`config.mk`:
```
export PLATFORM = sky130hd
export DESIGN_NAME = axi_eci_rd_bridge
export DESIGN_NICKNAME = d
export VERILOG_FILES = /design/src/logic/eci_rd_pkg.sv /design/src/logic/axi_eci_rd_req.sv /design/src/logic/axi_eci_rd_rsp.sv /design/src/logic/axi_eci_rd_bridge.sv
export SDC_FILE = /design/constraint.sdc
export NUM_CORES = 1
export LEC_CHECK = 0
export BUFFER_PORTS_ARGS = -buffer_cell sky130_fd_sc_hd__clkbuf_2
export CORE_AREA = 2 2 103 105
export CTS_BUF_LIST = sky130_fd_sc_hd__clkbuf_8
export DETAILED_ROUTE_END_ITERATION = 6
export DIE_AREA = 0 0 105 107
export PLACE_DENSITY = 0.86
export SLEW_MARGIN = 15
export SYNTH_ARGS = -nofsm -noshare
export SYNTH_HDL_FRONTEND = slang
export SYNTH_SLANG_ARGS = --single-unit
```
`constraint.sdc`:
```
create_clock -name aclk -period 1.9 [get_ports aclk]
set_clock_uncertainty 0.1 [all_clocks]
set_input_delay 0.19 -clock aclk [delete_from_list [all_inputs] [get_ports aclk]]
set_output_delay 0.19 -clock aclk [all_outputs]
set_load 0.02 [all_outputs]
```
`src/logic/eci_rd_pkg.sv`:
```
`default_nettype none

package eci_rd_pkg;

    // Bus and message widths
    localparam int ECI_ID_WIDTH      = 5;
    localparam int ECI_ADDR_WIDTH    = 40;
    localparam int ECI_WORD_WIDTH    = 64;
    localparam int ECI_SIZE_WIDTH    = 5;

    // Cache line geometry
    localparam int ECI_CL_SIZE_BYTES = 128;
    localparam int ECI_CL_WORDS      = ECI_CL_SIZE_BYTES / (ECI_WORD_WIDTH / 8);
    localparam int ECI_ADDR_LSB      = $clog2(ECI_CL_SIZE_BYTES);

    // Beat counter for one line on the R channel
    localparam int ECI_BEAT_CNT_WIDTH = $clog2(ECI_CL_WORDS);
    localparam logic [ECI_BEAT_CNT_WIDTH-1:0] ECI_LAST_BEAT =
        ECI_BEAT_CNT_WIDTH'(ECI_CL_WORDS - 1);

    // Line index bits folded with the bits just above them
    localparam int ECI_ALIAS_BITS    = 7;

    // Word counts carried in the VC size field
    localparam logic [ECI_SIZE_WIDTH-1:0] ECI_RLDT_SIZE = ECI_SIZE_WIDTH'(1);
    localparam logic [ECI_SIZE_WIDTH-1:0] ECI_NACK_SIZE = ECI_SIZE_WIDTH'(1);
    localparam logic [ECI_SIZE_WIDTH-1:0] ECI_PSHA_SIZE = ECI_SIZE_WIDTH'(ECI_CL_WORDS + 1);

    // Opcodes used on the read path
    typedef enum logic [4:0] {
        ECI_CMD_MREQ_RLDT = 5'b00000,
        ECI_CMD_VRSP_NACK = 5'b01011,
        ECI_CMD_VRSP_PSHA = 5'b01100
    } eci_opcode_t;

    typedef enum logic [1:0] {
        AXI_RESP_OKAY   = 2'b00,
        AXI_RESP_SLVERR = 2'b10
    } axi_resp_t;

    // Load request word, MSB first; response headers share the top fields
    typedef struct packed {
        eci_opcode_t                opcode;
        logic [ECI_ID_WIDTH-1:0]    rreq_id;
        logic [3:0]                 dmask;
        logic                       ns;
        logic [8:0]                 rsvd;
        logic [ECI_ADDR_WIDTH-1:0]  address;
    } eci_rldt_t;

    // XOR the line index with the next bits up to spread lines over sets
    function automatic logic [ECI_ADDR_WIDTH-1:0] eci_alias_address(
        input logic [ECI_ADDR_WIDTH-1:0] addr
    );
        logic [ECI_ADDR_WIDTH-1:0] aliased;

        aliased = addr;
        aliased[ECI_ADDR_LSB +: ECI_ALIAS_BITS] =
            addr[ECI_ADDR_LSB +: ECI_ALIAS_BITS] ^
            addr[ECI_ADDR_LSB + ECI_ALIAS_BITS +: ECI_ALIAS_BITS];
        return aliased;
    endfunction

endpackage

`default_nettype wire

```
`src/logic/axi_eci_rd_req.sv`:
```
`timescale 1ns/100ps
`default_nettype none

module axi_eci_rd_req (
    input  logic                                    aclk,
    input  logic                                    aresetn,
    // AXI read address channel
    input  logic [eci_rd_pkg::ECI_ID_WIDTH-1:0]     s_axi_arid,
    input  logic [eci_rd_pkg::ECI_ADDR_WIDTH-1:0]   s_axi_araddr,
    input  logic                                    s_axi_arvalid,
    output logic                                    s_axi_arready,
    // Outgoing request VC towards the CPU
    output logic [eci_rd_pkg::ECI_WORD_WIDTH-1:0]   req_vc_data,
    output logic [eci_rd_pkg::ECI_SIZE_WIDTH-1:0]   req_vc_size,
    output logic                                    req_vc_valid,
    input  logic                                    req_vc_ready
);

    import eci_rd_pkg::*;

    logic                       advance;

    // Stage 0
    logic [ECI_ID_WIDTH-1:0]    arid_q;
    logic [ECI_ADDR_WIDTH-1:0]  araddr_q;
    logic                       arvalid_q;

    // Stage 1
    eci_rldt_t                  rldt_word;
    logic [ECI_WORD_WIDTH-1:0]  req_data_q;
    logic                       req_valid_q;

    // Whole pipeline freezes while the channel is busy
    assign advance       = req_vc_ready;
    assign s_axi_arready = advance;

    always_ff @(posedge aclk) begin
        if (!aresetn) begin
            arvalid_q   <= 1'b0;
            req_valid_q <= 1'b0;
        end else if (advance) begin
            arvalid_q   <= s_axi_arvalid;
            req_valid_q <= arvalid_q;
        end
    end

    always_ff @(posedge aclk) begin
        if (advance) begin
            arid_q     <= s_axi_arid;
            araddr_q   <= s_axi_araddr;
            req_data_q <= rldt_word;
        end
    end

    // Build the RLDT word from stage 0
    always_comb begin : build_rldt
        logic [ECI_ADDR_WIDTH-1:0] addr_aliased;

        addr_aliased      = eci_alias_address(araddr_q);
        rldt_word         = '0;
        rldt_word.opcode  = ECI_CMD_MREQ_RLDT;
        rldt_word.rreq_id = arid_q;
        rldt_word.dmask   = '1;
        rldt_word.ns      = 1'b1;
        // Line aligned, offset bits dropped
        rldt_word.address = {addr_aliased[ECI_ADDR_WIDTH-1:ECI_ADDR_LSB],
                             {ECI_ADDR_LSB{1'b0}}};
    end

    assign req_vc_data  = req_data_q;
    assign req_vc_size  = ECI_RLDT_SIZE;
    assign req_vc_valid = req_valid_q;

endmodule

`default_nettype wire

```
`src/logic/axi_eci_rd_rsp.sv`:
```
`timescale 1ns/100ps
`default_nettype none

module axi_eci_rd_rsp (
    input  logic                                    aclk,
    input  logic                                    aresetn,
    // Incoming response VC from the CPU
    input  logic [eci_rd_pkg::ECI_WORD_WIDTH-1:0]   rsp_vc_data,
    input  logic [eci_rd_pkg::ECI_SIZE_WIDTH-1:0]   rsp_vc_size,
    input  logic                                    rsp_vc_valid,
    output logic                                    rsp_vc_ready,
    // AXI read data channel
    output logic [eci_rd_pkg::ECI_ID_WIDTH-1:0]     m_axi_rid,
    output logic [eci_rd_pkg::ECI_WORD_WIDTH-1:0]   m_axi_rdata,
    output eci_rd_pkg::axi_resp_t                   m_axi_rresp,
    output logic                                    m_axi_rlast,
    output logic                                    m_axi_rvalid,
    input  logic                                    m_axi_rready
);

    import eci_rd_pkg::*;

    typedef enum logic [1:0] {
        RSP_IDLE,
        RSP_DATA,
        RSP_NACK
    } rsp_state_t;

    rsp_state_t                     state;
    logic [ECI_BEAT_CNT_WIDTH-1:0]  beat_cnt;
    logic [ECI_ID_WIDTH-1:0]        rid_q;

    eci_rldt_t                      hdr;
    logic                           hdr_fire;
    logic                           hdr_is_psha;
    logic                           hdr_is_nack;
    logic                           beat_fire;
    logic                           last_beat;

    // Header view of the incoming word
    assign hdr      = eci_rldt_t'(rsp_vc_data);
    assign hdr_fire = (state == RSP_IDLE) && rsp_vc_valid;

    assign hdr_is_psha = (hdr.opcode == ECI_CMD_VRSP_PSHA) &&
                         (rsp_vc_size == ECI_PSHA_SIZE);
    assign hdr_is_nack = (hdr.opcode == ECI_CMD_VRSP_NACK) &&
                         (rsp_vc_size == ECI_NACK_SIZE);

    assign beat_fire = m_axi_rvalid && m_axi_rready;
    assign last_beat = (beat_cnt == ECI_LAST_BEAT);

    always_ff @(posedge aclk) begin
        if (!aresetn) begin
            state    <= RSP_IDLE;
            beat_cnt <= '0;
        end else begin
            case (state)
                RSP_IDLE: begin
                    if (hdr_fire) begin
                        beat_cnt <= '0;
                        // Anything unrecognised is simply consumed
                        if (hdr_is_psha) begin
                            state <= RSP_DATA;
                        end else if (hdr_is_nack) begin
                            state <= RSP_NACK;
                        end
                    end
                end
                RSP_DATA, RSP_NACK: begin
                    if (beat_fire) begin
                        beat_cnt <= beat_cnt + 1'b1;
                        if (last_beat) begin
                            state <= RSP_IDLE;
                        end
                    end
                end
                default: begin
                    state <= RSP_IDLE;
                end
            endcase
        end
    end

    // ID of the burst in progress
    always_ff @(posedge aclk) begin
        if (hdr_fire) begin
            rid_q <= hdr.rreq_id;
        end
    end

    always_comb begin
        rsp_vc_ready = 1'b0;
        m_axi_rvalid = 1'b0;
        m_axi_rdata  = '0;
        m_axi_rresp  = AXI_RESP_OKAY;
        case (state)
            RSP_IDLE: begin
                rsp_vc_ready = 1'b1;
            end
            RSP_DATA: begin
                // Data words flow straight through to R
                rsp_vc_ready = m_axi_rready;
                m_axi_rvalid = rsp_vc_valid;
                m_axi_rdata  = rsp_vc_data;
            end
            RSP_NACK: begin
                // Locally generated error burst, VC stays blocked
                m_axi_rvalid = 1'b1;
                m_axi_rresp  = AXI_RESP_SLVERR;
            end
            default: begin
                rsp_vc_ready = 1'b0;
            end
        endcase
    end

    assign m_axi_rid   = rid_q;
    assign m_axi_rlast = m_axi_rvalid && last_beat;

endmodule

`default_nettype wire

```
`src/logic/axi_eci_rd_bridge.sv`:
```
`timescale 1ns/100ps
`default_nettype none

module axi_eci_rd_bridge (
    input  logic                                    aclk,
    input  logic                                    aresetn,
    // AXI read address channel
    input  logic [eci_rd_pkg::ECI_ID_WIDTH-1:0]     s_axi_arid,
    input  logic [eci_rd_pkg::ECI_ADDR_WIDTH-1:0]   s_axi_araddr,
    input  logic                                    s_axi_arvalid,
    output logic                                    s_axi_arready,
    // Request VC to the CPU
    output logic [eci_rd_pkg::ECI_WORD_WIDTH-1:0]   req_vc_data,
    output logic [eci_rd_pkg::ECI_SIZE_WIDTH-1:0]   req_vc_size,
    output logic                                    req_vc_valid,
    input  logic                                    req_vc_ready,
    // Response VC from the CPU
    input  logic [eci_rd_pkg::ECI_WORD_WIDTH-1:0]   rsp_vc_data,
    input  logic [eci_rd_pkg::ECI_SIZE_WIDTH-1:0]   rsp_vc_size,
    input  logic                                    rsp_vc_valid,
    output logic                                    rsp_vc_ready,
    // AXI read data channel
    output logic [eci_rd_pkg::ECI_ID_WIDTH-1:0]     m_axi_rid,
    output logic [eci_rd_pkg::ECI_WORD_WIDTH-1:0]   m_axi_rdata,
    output eci_rd_pkg::axi_resp_t                   m_axi_rresp,
    output logic                                    m_axi_rlast,
    output logic                                    m_axi_rvalid,
    input  logic                                    m_axi_rready
);

    // AR to RLDT
    axi_eci_rd_req axi_eci_rd_req_i (
        .aclk          (aclk),
        .aresetn       (aresetn),
        .s_axi_arid    (s_axi_arid),
        .s_axi_araddr  (s_axi_araddr),
        .s_axi_arvalid (s_axi_arvalid),
        .s_axi_arready (s_axi_arready),
        .req_vc_data   (req_vc_data),
        .req_vc_size   (req_vc_size),
        .req_vc_valid  (req_vc_valid),
        .req_vc_ready  (req_vc_ready)
    );

    // PSHA or NACK to R burst
    axi_eci_rd_rsp axi_eci_rd_rsp_i (
        .aclk          (aclk),
        .aresetn       (aresetn),
        .rsp_vc_data   (rsp_vc_data),
        .rsp_vc_size   (rsp_vc_size),
        .rsp_vc_valid  (rsp_vc_valid),
        .rsp_vc_ready  (rsp_vc_ready),
        .m_axi_rid     (m_axi_rid),
        .m_axi_rdata   (m_axi_rdata),
        .m_axi_rresp   (m_axi_rresp),
        .m_axi_rlast   (m_axi_rlast),
        .m_axi_rvalid  (m_axi_rvalid),
        .m_axi_rready  (m_axi_rready)
    );

endmodule

`default_nettype wire

```
# Word level (Yosys, flattened, before mapping)
# Index checks and enable logic that the tools add are counted.
[word_totals] word_cells=44 output_inout_bits=145 register_bits=96 input_bits=120
[op_classes] n_addsub=1 reduce_logical=10 n_eq_ne=11 mux=13 bitwise_logic=1
[op_table] cell="64-bit two-way mux" n=1
[op_table] cell="2-bit two-way mux" n=6
[op_table] cell="5-bit by 4-bit equality test with 1-bit output (second input constant)" n=2
[op_table] cell="4-bit two-way mux" n=2
[op_table] cell="4-bit case mux with 2 select lines" n=1
[op_table] cell="7-bit bitwise XOR" n=1
[op_table] cell="2-bit by 1-bit inequality test with 1-bit output (second input constant)" n=3
[op_table] cell="5-bit by 1-bit equality test with 1-bit output (second input constant)" n=1
[op_table] cell="5-bit equality test (second input constant)" n=1
[op_table] cell="1-bit logical AND" n=5
[op_table] cell="4-bit by 1-bit adder with 4-bit output (second input constant)" n=1
[op_table] cell="4-bit equality test (second input constant)" n=1
[op_table] cell="1-bit case mux with 2 select lines" n=2
[op_table] cell="2-bit case mux with 2 select lines" n=1
[op_table] cell="4-bit AND reduction" n=1
[op_table] cell="3-bit by 1-bit inequality test with 1-bit output (second input constant)" n=1
[op_table] cell="3-bit AND reduction" n=1
[op_table] cell="2-bit by 1-bit equality test with 1-bit output (second input constant)" n=1
[op_table] cell="2-bit equality test (second input constant)" n=1
[op_table] cell="2-bit zero test" n=1
[op_table] cell="2-bit nonzero test" n=1
[op_table] cell="2-bit OR reduction" n=1

# Longest topological paths before layout
[logic_depth] depth_word=6 mapped_depth=6 mapped_depth_nobuf=6

# Hierarchy
# From an unflattened synthesis, not the netlist that was laid out.
[unflattened] hier_cells=260 hier_area_um2=3747.3
[by_module_without_submodules] mod="axi_eci_rd_req" area_per_inst_um2=2663.8 instances=1 cells_per_inst=123 seq_area_each_um2=2322.2
[by_module_without_submodules] mod="axi_eci_rd_rsp" area_per_inst_um2=1083.5 instances=1 cells_per_inst=137 seq_area_each_um2=270.3

# Worst setup path before layout
# OpenSTA, ideal clock, no wires.
[synth_path] path_type="register -> register" from="register axi_eci_rd_rsp_i.state[0]" to="register axi_eci_rd_rsp_i.beat_cnt[2]" arrival_ns=1.687 period_less_slack_ns=1.910 setup_time_ns=0.122 stages_incl_launch_ff=7 required_ns=1.678 path_slack_ns=-0.010 n_path_buf=0 path_cell_list="dfxtp_1 > inv_1 > ha_1 > nor2b_4 > a2111oi_4 > a21boi_0 > o22ai_1"
[synth_between] elab_chain_len=5 word_cells_on_any_way=12 cone_classes="eq/ne: 4; mux: 2; reduce/logical: 6"
[synth_rtl] item="start: declaration" line_no="axi_eci_rd_rsp.sv:29" text="rsp_state_t state;"
[synth_rtl] item="start signal: assignment" line_no="axi_eci_rd_rsp.sv:54" text="state <= RSP_IDLE;"
[synth_rtl] item="start signal: assignment" line_no="axi_eci_rd_rsp.sv:63" text="state <= RSP_DATA;"
[synth_rtl] item="start signal: assignment" line_no="axi_eci_rd_rsp.sv:65" text="state <= RSP_NACK;"
[synth_rtl] item="2-bit equality test or 2-bit by 1-bit equality test with 1-bit output (tied branches)" line_no="axi_eci_rd_rsp.sv:57, axi_eci_rd_rsp.sv:96"
[synth_rtl] item="1-bit case mux with 2 select lines" line_no="axi_eci_rd_rsp.sv:96" text="case (state)"
[synth_rtl] item="1-bit logical AND" line_no="axi_eci_rd_rsp.sv:49" text="assign beat_fire = m_axi_rvalid && m_axi_rready;"
[synth_rtl] item="2-bit by 1-bit inequality test with 1-bit output (no source line)"
[synth_rtl] item="3-bit AND reduction (no source line)"
[synth_rtl] item="end signal: assignment" line_no="axi_eci_rd_rsp.sv:71" text="beat_cnt <= beat_cnt + 1'b1;"
[synth_rtl] item="end: declaration" line_no="axi_eci_rd_rsp.sv:30" text="logic [ECI_BEAT_CNT_WIDTH-1:0] beat_cnt;"
# Several ways; a longest one is shown, not always the timed one.
# A chain may end at the register's enable or synchronous reset.

# Worst setup path after layout
[layout_path] from="register axi_eci_rd_rsp_i.state[0]" to="output m_axi_rdata[8] in the netlist's numbering"
[layout_between] elab_chain_len=2
[layout_rtl] item="2-bit by 1-bit equality test with 1-bit output" line_no="axi_eci_rd_rsp.sv:96"
[layout_rtl] item="64-bit two-way mux" line_no="axi_eci_rd_rsp.sv:96"
[layout_rtl] item="end: declaration" line_no="axi_eci_rd_bridge.sv:24" text="output logic [eci_rd_pkg::ECI_WORD_WIDTH-1:0] m_axi_rdata,"
# No other way between the ends.

==> key figures <==
Run status
  • Status: finished with violations
  • Failing checks: negative setup slack

CTS
  • CTS tree: done
  • Clock sinks: 89
  • Clk Tree Root Cell: clkbuf_8
  • H-tree depth: 3
  • Clk_lat worst skew: 0.35 ns
  • Clk pin slew, worst setup/hold paths: 0.10 ns
  • TritonCTS Buffers: 9
  • Clk buf depth: 2

Route
  • First-pass detailed-route iteration total: 4
  • WL final: 11600 µm
  • Avg WL per Cell: between 15 and 20 µm
  • Drt drc: 0
  • Via count: approximately 3000
  • Post-DRT Antenna Nets: 0
  • Avg Vias per Cell: 4.46
  • Initial DRC Count: 103

Finish
  • Area occupied by multi-input gates: 1220 µm²
  • Diodes inserted: 0
  • Layout cells sized above 1: approximately three fifths
  • Nets@finish: 674
  • Non-filler cells, final: 690
  • Register area: 2600 µm²
  • Area delta synth->final: 66.0%
  • Fillers: 739

Min path
  • Min-Delay Endpoint: axi_eci_rd_rsp_i.beat_cnt[2]
  • Worst Hold Class: in -> reg
  • Critical hold path startpoint: aresetn
  • WHS Path Cells: 3

GRT
  • Total grt overflow: 0
  • First-pass GRT wire length: 16300 µm
  • Initial antenna violation count: 0
  • Largest net degree at the start of global routing: 33
  • GRT Overall Usage: 19.2%
  • Vias in the first global route: between 3000 and 4000

Yosys
  • Synth area leader: edfxtp_1
  • Ys flop type: edfxtp_1
  • Post-synth EDFFs: 81
  • Most area-consuming cells after synthesis: edfxtp_1 64%, and2_1 11%, buf_4 6.5%
  • Distinct cell type count after synthesis: 35
  • Yosys top cell area share: approximately 64%
  • Synth top cells by count: 81 x edfxtp_1, 67 x and2_1, 33 x buf_4
  • Seq/Total Area, Yosys: 67.8%
  • Syn avg cell area: approximately 15 µm²
  • Mapped Area: 3820 µm²
  • Synthesis Warnings: 0
  • Flops & latches, synth: 89
  • Most common cell in the netlist: edfxtp_1
  • Cell count after synthesis: 258
  • Async SR Flop Fraction: 0%

Die
  • Io pins: 265
  • Core Area: just over 10000 µm²
  • Initial Util: 37.9%
  • Die Height: 107 µm
  • Die area: 11200 µm²
  • Num rows: 37
  • Die W: about 110 µm

Setup path
  • Crit path kind: reg -> out
  • Worst Path Buf+Inv: 4
  • Family with the most delay on the worst path: buffers and inverters
  • Largest stage delay, worst path: approximately 0.34 ns
  • CP required: 1.61 ns
  • R2R Setup Slk: 0.02 ns
  • R2R cell count: 7
  • Slowest cell on crit path: dfxtp_2
  • Max Fanout on Critical Path: 16
  • Worst path cell trace: buf_6 > ha_4 > buf_12 > clkbuf_16 > and2_1 > buf_2
  • Setup crit start kind: flop
  • Worst setup EP type: output pin
  • Crit path DAT: 1.63 ns
  • Reg2Reg Capture Point: axi_eci_rd_rsp_i.beat_cnt[3]
  • Worst r2r src: axi_eci_rd_rsp_i.state[1]

Placed design
  • Half-perimeter wire length after placement: around 7800 µm
  • Gp weighted congestion: 0.880
  • Dpl cells: 620
  • PortBufs: roughly 230

Pwr
  • Lkg Pwr: ~2.9 nW
  • Psw: 1.03 mW
  • P_int: 3.15 mW
  • Max VDD drop: 0.000354 V
  • Power Dens Cells: 659 nW/µm²
  • Combinational Power Share: 12.7%
  • Clk pwr share: ~31%
  • Seq pwr share: a little under three fifths
  • Switch share: between 20 and 25%
  • Pwr Total: between 4 and 5 mW

Timing
  • Slew Limit Fails: 0
  • Setup-failing EPs final: 11
  • Fin crit share: 101%
  • Unrepaired setup endpoints after global routing: yes
  • Max Clk Rate: 522 MHz
  • Hold Vio Cnt, Final: 0
  • Fin crit period: 1.92 ns
  • Final Worst Setup Slack: -0.0161 ns

Job
  • Max-cap viol count: 0
power groups by stage:
stage / Sequential (mW) / Combinational [mW] / Clock, mW
after floorplan: 2.46 / 0.153 / 0
after global placement: 2.38 / 0.425 / 0
after detailed placement: 2.38 / 0.434 / 0
after CTS: 2.34 / 0.514 / 1.33
after global routing: 2.35 / 0.564 / 1.42
final: 2.34 / 0.533 / 1.31
cells in the final DEF, fill, tap and decap left out, types with 2 or more instances in the layout:
cell type	instances
and2_4	38
and2_1	30
ha_1	2
nand3_1	5
buf_4	15
nor2_1	4
inv_1	3
a21o_1	2
buf_8	7
conb_1	32
edfxtp_1	81
xor2_1	7
nand4bb_4	2
a2111oi_4	2
nor2b_4	2
buf_16	2
nand2b_1	2
buf_12	3
clkbuf_16	2
dfxtp_1	6
buf_2	12
dlygate4sd3_1	44
mux2i_1	2
clkbuf_2	171
inv_6	3
clkinv_4	2
nand2_1	4
clkbuf_8	11
buf_6	32
ha_4	3
routing by layer:
metal	vias up	part of all wire, %	global-route usage [%]
li1	1417	-	-
met1	1459	34	18.9
met2	177	57	37.9
met3	26	6.7	4.98
met4	0	2.4	7.33
met5	-	0	0
metrics by stage:
step | hold WS, ns | cell area (µm²) | setup WS (ns) | util, % | setup TNS (ns)
5_1_grt | 0.100 | 6350 | -0.0669 | 62.9 | -1.36
6_report | 0.0968 | 6350 | -0.0161 | 62.9 | -0.0478
2_1_floorplan | 0.189 | 3940 | 0.0387 | - | 0
3_5_place_dp | 0.269 | 5070 | -0.0609 | 50.2 | -0.141
3_3_place_gp | 0.268 | 5070 | 0.0769 | 50.2 | 0
4_1_cts | 0.0687 | 5910 | -0.0391 | 58.6 | -0.109
area by class of cell:
| cell class | count | share of cell area, % |
|---|---|---|
| timing repair buffer | 290 | 33.5 |
| sequential | 89 | 40.9 |
| clock inverter | 7 | 1.32 |
| inverter | 5 | 0.374 |
| clock buffer | 9 | 1.95 |
| multi-input combinational | 154 | 19.3 |
| tap | 136 | 2.68 |
flip-flops by register name, indices dropped and copies added (netlist names):
| signal | flops |
|---|---|
| axi_eci_rd_rsp_i.state | 2 |
| axi_eci_rd_rsp_i.beat_cnt | 4 |
| axi_eci_rd_req_i.arid_q | 5 |
| axi_eci_rd_req_i.arvalid_q | 1 |
| axi_eci_rd_req_i.araddr_q | 33 |
| axi_eci_rd_rsp_i.m_axi_rid | 5 |
| axi_eci_rd_req_i.req_vc_data | 38 |
| axi_eci_rd_req_i.req_vc_valid | 1 |
what timing repair did:
item	in CTS	in global routing
pin swaps	2	22
endpoints found under the hold margin	44	0
hold buffers	44	0
setup endpoints to repair	70	70
cloned	2	2
gates resized for setup	37	164
setup buffers	2	4
kinds of logic after synthesis:
kind of cell	Yosys count	synth area share [%]
simple gates	94	16.3
flops	89	67.8
buf+inv	45	7.66
compound gates	14	4.25
xor+xnor	7	1.60
fa+ha+maj	5	1.64
other cells	2	0.196
mux	2	0.524
how the worst max path moves through the flow:
stage               slack [ns]                      endpoint                       from  cells past startpoint
CTS                      -0.04                   m_axi_rlast  axi_eci_rd_rsp_i.state[0]                      7
global placement          0.08  axi_eci_rd_rsp_i.beat_cnt[2]  axi_eci_rd_rsp_i.state[1]                      6
global route             -0.07                m_axi_rdata[8]  axi_eci_rd_rsp_i.state[0]                      6
detailed placement       -0.06  axi_eci_rd_rsp_i.beat_cnt[2]  axi_eci_rd_rsp_i.state[1]                      6
finish                   -0.02                m_axi_rdata[8]  axi_eci_rd_rsp_i.state[0]                      6
floorplan                 0.04  axi_eci_rd_rsp_i.beat_cnt[2]  axi_eci_rd_rsp_i.state[0]                      6
tightest hold or removal path: cells and delay by family:
family                 cells  cell delay [ns]
AND/OR/NAND/NOR            1             0.09
AO/OA/AOI/OAI              1             0.08
buffers and inverters      1             0.14
(Power assumes the default switching activity.)
